[src/n2r_defines.svh]
// ==========================================================================
// Weight reorder buffer sizes
// Matrix geometry and block shape shared by the package and the RTL
// ==========================================================================
`ifndef N2R_DEFINES_SVH
`define N2R_DEFINES_SVH

// Bits per matrix element
`define N2R_WIDTH 16

// Weight matrix geometry, kept small for short simulations
`define N2R_ROWS 8
`define N2R_COLS 4

// Rows and columns per output block
`define N2R_BLK 2

// Derived counts
`define N2R_PAIRS (`N2R_ROWS / `N2R_BLK)
`define N2R_CGRPS (`N2R_COLS / `N2R_BLK)

`endif
[src/n2r_pkg.sv]
// ==========================================================================
// Weight reorder buffer types
// Element, row, block and index types, RAM port structs and FSM states
// ==========================================================================
`include "n2r_defines.svh"

package n2r_pkg;

    typedef logic [`N2R_WIDTH-1:0] elem_t;

    // Column 0 sits in the most significant element
    typedef logic [`N2R_COLS*`N2R_WIDTH-1:0] row_t;

    // Lanes from the top: (2p,2c) (2p+1,2c) (2p,2c+1) (2p+1,2c+1)
    typedef logic [`N2R_BLK*`N2R_BLK*`N2R_WIDTH-1:0] block_t;

    typedef logic [$clog2(`N2R_ROWS)-1:0] row_addr_t;
    typedef logic [$clog2(`N2R_PAIRS)-1:0] pair_idx_t;
    typedef logic [$clog2(`N2R_CGRPS)-1:0] cgrp_idx_t;

    typedef enum logic [1:0] {
        F_IDLE,
        F_FILL,
        F_FULL
    } fill_state_t;

    typedef enum logic [1:0] {
        S_IDLE,
        S_SLICE,
        S_DRAIN,
        S_DONE
    } slice_state_t;

    // RAM write port
    typedef struct packed {
        logic      we;
        row_addr_t addr;
        row_t      data;
    } ram_wr_t;

    // Row pair read request
    typedef struct packed {
        row_addr_t addr0;
        row_addr_t addr1;
    } ram_rd_t;

endpackage

[src/n2r_buffer_w.sv]
// ==========================================================================
// Weight matrix reorder buffer
// Takes the matrix row by row and emits it as 2x2 vertical blocks
// ==========================================================================
`timescale 1ns/1ns

module n2r_buffer_w (
    input  logic             clk,
    input  logic             rst_n,
    input  logic             en,
    input  n2r_pkg::row_t    row_in,
    output n2r_pkg::block_t  block_out,
    output logic             output_ready,
    output logic             slice_done,
    output logic             buffer_done
);

    n2r_pkg::ram_wr_t ram_wr;
    n2r_pkg::ram_rd_t rd_req;
    n2r_pkg::row_t    rd_data0;
    n2r_pkg::row_t    rd_data1;
    logic             fill_done;

    // Producer
    n2r_fill_ctrl u_fill (
        .clk         (clk),
        .rst_n       (rst_n),
        .en          (en),
        .row_in      (row_in),
        .buffer_done (buffer_done),
        .ram_wr      (ram_wr),
        .fill_done   (fill_done)
    );

    ram_1w2r u_ram (
        .clk      (clk),
        .ram_wr   (ram_wr),
        .rd_req   (rd_req),
        .rd_data0 (rd_data0),
        .rd_data1 (rd_data1)
    );

    // Consumer
    n2r_slice_ctrl u_slice (
        .clk          (clk),
        .rst_n        (rst_n),
        .en           (en),
        .fill_done    (fill_done),
        .rd_req       (rd_req),
        .rd_data0     (rd_data0),
        .rd_data1     (rd_data1),
        .block_out    (block_out),
        .output_ready (output_ready),
        .slice_done   (slice_done),
        .buffer_done  (buffer_done)
    );

endmodule

[src/n2r_slice_ctrl.sv]
// ==========================================================================
// Slice controller
// Walks the block indices, reads row pairs and assembles 2x2 blocks
// ==========================================================================
`timescale 1ns/1ns
`include "n2r_defines.svh"

module n2r_slice_ctrl (
    input  logic              clk,
    input  logic              rst_n,
    input  logic              en,
    input  logic              fill_done,
    output n2r_pkg::ram_rd_t  rd_req,
    input  n2r_pkg::row_t     rd_data0,
    input  n2r_pkg::row_t     rd_data1,
    output n2r_pkg::block_t   block_out,
    output logic              output_ready,
    output logic              slice_done,
    output logic              buffer_done
);

    n2r_pkg::slice_state_t state;
    n2r_pkg::slice_state_t state_next;

    n2r_pkg::pair_idx_t pair_idx;
    n2r_pkg::cgrp_idx_t cgrp_idx;
    n2r_pkg::cgrp_idx_t cgrp_d;
    n2r_pkg::block_t    blk_next;
    logic               slicing;
    logic               last_pair;
    logic               last_idx;
    logic               rd_vld;
    logic               rd_last;

    // Element of one column from a row, column 0 at the top
    function automatic n2r_pkg::elem_t elem_at(input n2r_pkg::row_t row, input int col);
        return row[(`N2R_COLS - 1 - col) * `N2R_WIDTH +: `N2R_WIDTH];
    endfunction

    assign slicing   = (state == n2r_pkg::S_SLICE);
    assign last_pair = (pair_idx == n2r_pkg::pair_idx_t'(`N2R_PAIRS - 1));
    assign last_idx  = last_pair && (cgrp_idx == n2r_pkg::cgrp_idx_t'(`N2R_CGRPS - 1));

    always_comb begin
        state_next = state;
        case (state)
            n2r_pkg::S_IDLE:  if (fill_done) state_next = n2r_pkg::S_SLICE;
            n2r_pkg::S_SLICE: if (last_idx) state_next = n2r_pkg::S_DRAIN;
            // Last block leaves with slice_done
            n2r_pkg::S_DRAIN: if (slice_done) state_next = n2r_pkg::S_DONE;
            n2r_pkg::S_DONE:  if (!en) state_next = n2r_pkg::S_IDLE;
            default:          state_next = n2r_pkg::S_IDLE;
        endcase
    end

    // Row pair is the inner index, column group the outer
    always_ff @(posedge clk) begin
        if (!rst_n) begin
            state    <= n2r_pkg::S_IDLE;
            pair_idx <= '0;
            cgrp_idx <= '0;
        end else begin
            state <= state_next;
            if (slicing) begin
                pair_idx <= last_pair ? '0 : pair_idx + 1'b1;
                if (last_pair) begin
                    cgrp_idx <= (cgrp_idx == n2r_pkg::cgrp_idx_t'(`N2R_CGRPS - 1)) ?
                                '0 : cgrp_idx + 1'b1;
                end
            end
        end
    end

    // Rows 2p and 2p+1
    assign rd_req = '{
        addr0: n2r_pkg::row_addr_t'(`N2R_BLK * pair_idx),
        addr1: n2r_pkg::row_addr_t'(`N2R_BLK * pair_idx + 1)
    };

    // Read stage, aligned with the RAM output
    always_ff @(posedge clk) begin
        if (!rst_n) begin
            rd_vld  <= 1'b0;
            rd_last <= 1'b0;
            cgrp_d  <= '0;
        end else begin
            rd_vld  <= slicing;
            rd_last <= slicing && last_idx;
            cgrp_d  <= cgrp_idx;
        end
    end

    // Columns 2c and 2c+1 from both rows, interleaved by row
    always_comb begin
        int col;
        blk_next = '0;
        for (int j = 0; j < `N2R_BLK; j++) begin
            col = int'(cgrp_d) * `N2R_BLK + j;
            blk_next[(`N2R_BLK*`N2R_BLK - 1 - j*`N2R_BLK) * `N2R_WIDTH +: `N2R_WIDTH] =
                elem_at(rd_data0, col);
            blk_next[(`N2R_BLK*`N2R_BLK - 2 - j*`N2R_BLK) * `N2R_WIDTH +: `N2R_WIDTH] =
                elem_at(rd_data1, col);
        end
    end

    // Output stage
    always_ff @(posedge clk) begin
        if (!rst_n) begin
            output_ready <= 1'b0;
            slice_done   <= 1'b0;
        end else begin
            output_ready <= rd_vld;
            slice_done   <= rd_vld && rd_last;
        end
    end

    always_ff @(posedge clk) begin
        block_out <= blk_next;
    end

    assign buffer_done = (state == n2r_pkg::S_DONE);

endmodule

[src/n2r_fill_ctrl.sv]
// ==========================================================================
// Fill controller
// Registers incoming rows, counts them and drives the RAM write port
// ==========================================================================
`timescale 1ns/1ns
`include "n2r_defines.svh"

module n2r_fill_ctrl (
    input  logic              clk,
    input  logic              rst_n,
    input  logic              en,
    input  n2r_pkg::row_t     row_in,
    input  logic              buffer_done,
    output n2r_pkg::ram_wr_t  ram_wr,
    output logic              fill_done
);

    n2r_pkg::fill_state_t state;
    n2r_pkg::fill_state_t state_next;

    n2r_pkg::row_addr_t row_cnt;
    n2r_pkg::row_addr_t wr_addr;
    n2r_pkg::row_t      wr_data;
    logic               wr_we;
    logic               capture;
    logic               last_row;

    // A row is taken whenever en is high before the buffer is full
    assign capture  = en && (state == n2r_pkg::F_IDLE || state == n2r_pkg::F_FILL);
    assign last_row = (row_cnt == n2r_pkg::row_addr_t'(`N2R_ROWS - 1));

    always_comb begin
        state_next = state;
        case (state)
            n2r_pkg::F_IDLE: begin
                if (en) begin
                    state_next = n2r_pkg::F_FILL;
                end
            end
            n2r_pkg::F_FILL: begin
                if (capture && last_row) begin
                    state_next = n2r_pkg::F_FULL;
                end
            end
            n2r_pkg::F_FULL: begin
                // Wait for the slice pass to finish and en to drop
                if (buffer_done && !en) begin
                    state_next = n2r_pkg::F_IDLE;
                end
            end
            default: state_next = n2r_pkg::F_IDLE;
        endcase
    end

    always_ff @(posedge clk) begin
        if (!rst_n) begin
            state     <= n2r_pkg::F_IDLE;
            row_cnt   <= '0;
            wr_we     <= 1'b0;
            fill_done <= 1'b0;
        end else begin
            state     <= state_next;
            wr_we     <= capture;
            fill_done <= capture && last_row;
            if (capture) begin
                row_cnt <= last_row ? '0 : row_cnt + 1'b1;
            end
        end
    end

    // Input register for the row and its address
    always_ff @(posedge clk) begin
        if (capture) begin
            wr_addr <= row_cnt;
            wr_data <= row_in;
        end
    end

    assign ram_wr = '{we: wr_we, addr: wr_addr, data: wr_data};

endmodule

[src/ram_1w2r.sv]
// ==========================================================================
// Row memory with one write port and two registered read ports
// ==========================================================================
`timescale 1ns/1ns
`include "n2r_defines.svh"

module ram_1w2r (
    input  logic              clk,
    input  n2r_pkg::ram_wr_t  ram_wr,
    input  n2r_pkg::ram_rd_t  rd_req,
    output n2r_pkg::row_t     rd_data0,
    output n2r_pkg::row_t     rd_data1
);

    // One whole matrix row per word
    n2r_pkg::row_t mem [`N2R_ROWS];

    always_ff @(posedge clk) begin
        if (ram_wr.we) begin
            mem[ram_wr.addr] <= ram_wr.data;
        end
    end

    // Both reads see the contents from before a same-cycle write
    always_ff @(posedge clk) begin
        rd_data0 <= mem[rd_req.addr0];
        rd_data1 <= mem[rd_req.addr1];
    end

endmodule

[config.mk]
export PLATFORM = sky130hd
export DESIGN_NAME = n2r_buffer_w
export DESIGN_NICKNAME = d
export VERILOG_FILES = /design/src/n2r_pkg.sv /design/src/n2r_buffer_w.sv /design/src/n2r_slice_ctrl.sv /design/src/n2r_fill_ctrl.sv /design/src/ram_1w2r.sv
export VERILOG_INCLUDE_DIRS = /design/src
export SDC_FILE = /design/constraint.sdc
export NUM_CORES = 1
export LEC_CHECK = 0
export BUFFER_PORTS_ARGS = -buffer_cell sky130_fd_sc_hd__buf_2
export CORE_MARGIN = 2
export CORE_UTILIZATION = 47
export DETAILED_ROUTE_END_ITERATION = 8
export PLACE_DENSITY = 0.63
export SYNTH_ARGS = -nofsm -noshare
export SYNTH_HDL_FRONTEND = slang
export SYNTH_SLANG_ARGS = --single-unit
[constraint.sdc]
create_clock -name clk -period 5.3 [get_ports clk]
set_input_delay 0.53 -clock clk [delete_from_list [all_inputs] [get_ports clk]]
set_output_delay 0.53 -clock clk [all_outputs]
set_load 0.01 [all_outputs]
* Yosys cells after proc, flatten, opt, wreduce, memory -nomap -nowiden
Memory sizes are Yosys's and may differ from the RTL's. A register that Yosys moved wholly into a read port is not among the register bits.
Cells that the tools add are included.
** Cells by class
- Add/sub/neg operators :: 7
- Multipliers :: 0
- Divide/modulo/power cells :: 0
- $lt $le $gt $ge :: 0
- Equality and inequality tests :: 14
- Shifts and indexed selects :: 4
- Muxes and demuxes :: 14
- Bitwise operators :: 0
- Reductions and logical operators :: 13
** Operators by type and width (count)
- variable part select 64 x 32 -> 16 bit :: 4
- subtractor 3 x 28 -> 28 bit (first input constant) :: 1
- two-way mux 2 bit :: 8
- != test 2 bit (second input constant) :: 5
- == test 2 bit (second input constant) :: 4
- one-hot mux 2 bit (4 select lines) :: 1
- adder 3 x 1 -> 3 bit (second input constant) :: 2
- logical AND 1 bit :: 6
- one-hot mux 2 bit (3 select lines) :: 1
- == test 2 x 1 -> 1 bit (second input constant) :: 2
- logical NOT 2 bit :: 2
- != test 2 x 1 -> 1 bit (second input constant) :: 2
- AND reduction 4 bit :: 1
- adder 2 x 1 -> 3 bit (second input constant) :: 1
- == test 3 bit (second input constant) :: 1
- two-way mux 1 bit :: 3
- two-way mux 3 bit :: 1
- AND reduction 3 bit :: 1
- subtractor 2 x 2 -> 3 bit (first input constant) :: 1
- adder 2 x 1 -> 2 bit (second input constant) :: 1
- AND reduction 2 bit :: 1
- adder 1 bit (second input constant) :: 1
- logical NOT 1 bit :: 1
- logical OR 1 bit :: 1
** Storage, ports and cells
- Flip-flop bits (word level) :: 148
- Bits in latches :: 0
- Bits in writable memories :: 512
- Bits in read-only memories :: 0
- Bits of input ports :: 67
- Output and inout bits :: 67
- Word-level logic and storage cells :: 68
- Memories :: 1
** Memory list
- u_ram.mem :: depth 8, bits a word 64, rd ports 2, clocked after Yosys merged registers in 2, wr ports 1, line ram_1w2r.sv:16 : n2r_pkg::row_t mem [`N2R_ROWS];

* Depth between registers and ports, before layout
- Depth after elaboration :: 6
- Depth in mapped cells :: 6
- Gate-level depth less buffers :: 5

* Cells and area by module
Synthesis repeated with hierarchy kept, for this count alone.
** Unflattened totals
- Cell total of the unflattened synthesis :: 1386
- Area, all modules :: 30574.3 µm²
** Modules (own cells, without submodules)
- ram_1w2r :: instances 1, cells an instance 1107, area an instance 25660.9 µm², sequential area each 17937.2 µm²
- n2r_slice_ctrl :: instances 1, cells an instance 183, area an instance 2590.0 µm², sequential area each 1481.4 µm²
- n2r_fill_ctrl :: instances 1, cells an instance 96, area an instance 2323.5 µm², sequential area each 2152.1 µm²

* Worst setup path before layout
Ideal clock, no wire load.
- Kind :: reg-to-reg
- From :: register u_fill.wr_addr[0]
- To :: memory u_ram.mem[0][0] in the netlist's numbering, enable pin
- Setup time :: 0.565 ns
- Arrival :: 4.906 ns
- Data required time :: 4.735 ns
- Setup slack :: -0.170 ns
- Stages on the path, launching flop included :: 3
- Path buffers :: 0
- Clock period less this slack :: 5.470 ns
- Cells stage by stage :: edfxtp_1 -> nand2b_1 -> nor3_1
** RTL lines
- start, declared :: line n2r_fill_ctrl.sv:22 : n2r_pkg::row_addr_t wr_addr;
- start signal, assigned :: line n2r_fill_ctrl.sv:74 : wr_addr <= row_cnt;
- end, declared :: line ram_1w2r.sv:16
Straight into the memory's write port.

* Worst setup path in the final report
- From :: register u_fill.wr_addr[0]
- To :: memory u_ram.mem[2][22] in the netlist's numbering, enable pin
Straight into the memory's write port.

==> reports/results.txt <==
outcome -> finished, final reports clean
LEAKAGE -> 9.97 nW
row count -> 86
Worst R2R Setup Slack -> 2.63 ns
Setup Total Neg Slack -> 0 ns
Skew-Pair Late Insertion Delay -> 0.61 ns
Mapped Area -> 25900 um^2
PortBufs -> 133
post-synthesis adder-cell area fraction -> 0.387%
number of global-route vias before repair -> 11600
hold_ws -> 0.0931 ns
Compound-Gate Fraction of Synth Area -> 0.184%
Worst path top cell family by delay -> simple AND/OR/NAND/NOR gates
IO Count -> 134
Nets -> 1350
clock buffer depth -> 3
first-pass GRT wire length -> 68.5 mm
DR WL/cell -> 21.9 um
Routed Antenna Nets -> 0
initial antenna violation count -> 0
gpl congestion -> 0.730
Clock H-tree levels -> 3
Area Growth Syn to Fin -> 15.7%
Critical Path End Type -> flip-flop
grt ovf -> 0
largest family of logic cells by synthesized area -> multiplexers
core area -> 54800 um^2
ratio of cells with drive above 1 in the final layout -> 35.3%
# Max-Cap Violations -> 0
WP buf/inv -> 1
Via Count -> 10600
Critical-path top delay cell -> nor2_4
yosys warns -> 0
via/cell ratio -> 5.19
CP Cell Sequence -> nand2b_1 > nor2_4 > buf_4
total global-route track usage -> 16.3%
Worst-Margin Slew -> 1.29 ns
hold buffers post-CTS -> 0
storage element area -> 21600 um^2
RSZ-0062 raised after global routing -> no
First DRT Iteration DRCs -> 625
Critical Path Fanout Max -> 32
setup bufs post-CTS -> 0
Highest Clock Rate -> 374 MHz
Post-DP HPWL -> 23.6 mm
# setup viols final -> 0
min Tclk post-route -> 2.67 ns
multi-input logic area -> 4120 um^2
Initial Utilization -> 47.2%
worst stage delay on the critical path -> 1.06 ns
Distinct cells, synth -> 26
Worst slew margin -> 13.8%
pwr dens -> 415 nW/um^2
syn_nets -> 1157
DRC -> 0
clk slew on worst S/H paths -> 0.06 ns
DRT Wirelength -> 44.8 mm
Syn Inst Count -> 1082
die height -> 239 um
register bit total from synthesis -> 788
CP arrival -> 2.93 ns
fin. max-slew vios -> 0
worst min path class -> in2reg
Die Wd -> 239 um
root buffer cell -> clkbuf_16
die area -> 57000 um^2
post-synthesis simple-gate area fraction -> 0.851%
clk_skew -> 0.0179 ns
Fin. Hold Viols -> 0
critical path class -> reg2reg
clock sink total -> 788
PnR Total Power -> 12.4 mW
fin crit share -> 50.4%
Placed Area -> 27400 um^2
mux contribution to synthesized area -> 14.2%
fin area -> 29900 um^2
Synth Area in XOR/XNOR -> 0.0338%
mean area per synthesized cell -> 23.9 um^2
CTS tree -> built
sequential area share after synthesis -> 83.4%
Req. time, crit path -> 5.56 ns
Fillers -> 4063
CP Launch Type -> flip-flop
number of iterations in the first detailed-routing pass -> 5
largest net degree at the start of global routing -> 66
post-cts resize count -> 0
Worst IR Drop VDD -> 211 uV
cts bufs inserted -> 79
-- registers in the layout, summed over array words and instances, names as in the netlist, 3 cells and up --
name / count
u_ram.rd_data1: 64
u_fill.wr_data: 64
u_fill.wr_addr: 3
u_fill.row_cnt: 3
u_slice.block_out: 64
u_ram.mem: 512
u_ram.rd_data0: 64
-- kinds of logic after synthesis --
| kind of cell | after synthesis |
|---|---|
| compound gates | 6 |
| xor+xnor | 1 |
| simple gates | 41 |
| flops | 788 |
| buf+inv | 40 |
| mux | 198 |
| fa+ha+maj | 8 |
-- stage by stage --
stage                     setup slack [ns]  utilization, %  std cells
final                                 2.63            54.7       2046
after global routing                  2.45            54.7       2045
after CTS                             2.54            54.7       2045
after detailed placement              2.56            50.0       1898
after global placement                2.63            50.0       1898
after floorplan                       1.50               -       1082
-- final timing paths --
check,from,to,cells after the start
max,u_fill.wr_addr[0],u_ram.mem[2][22],3
min,row_in[25],u_fill.wr_data[25],1
max reg2reg,u_fill.wr_addr[0],u_ram.mem[2][22],3
min reg2reg,u_ram.rd_data0[10],u_slice.block_out[26],1
-- cell type report --
type	instances	share of cell area, %
clock buffer	107	7.26
timing repair buffer	150	2.69
sequential	788	72.1
clock inverter	40	1.24
tap	704	2.94
antenna	1	0.00836
multi-input combinational	254	13.7
inverter	2	0.0251
-- power breakdown --
group,internal (mW),total (mW),switching (mW)
Combinational,0.0655,0.153,0.0872
Clock,3.14,5.38,2.23
Sequential,6.78,6.89,0.108
Total,10.0,12.4,2.43
-- cells in the mapped netlist --
library cell  instances  area share, %
nand2b_1              5           0.12
xnor2_1               1          0.034
nor3_1                2          0.039
nor3b_1               1          0.029
mux2_2               64            2.8
inv_1                 2          0.029
edfxtp_1            579             67
and3_1                3          0.073
nor2_1                8           0.12
nand3b_1              2          0.058
clkbuf_1              3          0.044
nand2_1               6          0.087
and2_1                5           0.12
a21boi_0              3          0.087
ha_1                  8           0.39
o21ai_0               2          0.039
mux2i_1               6           0.23
mux4_2              128             11
clkbuf_2              1          0.019
nand3_1               2          0.039
dfxtp_1             209             16
buf_4                 2          0.058
a2111oi_2             1          0.058
buf_2                21           0.41
buf_6                11           0.48
nor2b_1               7           0.17
-- placed cells by master (no fill, tap or decap), types with 16 or more instances in the layout --
cell type  instances
buf_2            133
buf_4             16
clkbuf_1          20
clkbuf_16         80
clkinv_2          20
dfxtp_1          206
edfxtp_1         579
mux2_2            64
mux4_2           128
-- per-layer routing --
layer,up-vias,track usage [%],share of wire [%]
met4,0,4.79,2.2
met5,-,0,0
met1,5584,21.4,44
met2,216,27.6,50
li1,4743,-,-
met3,78,3.44,4.1
(Power assumes the default switching activity.)
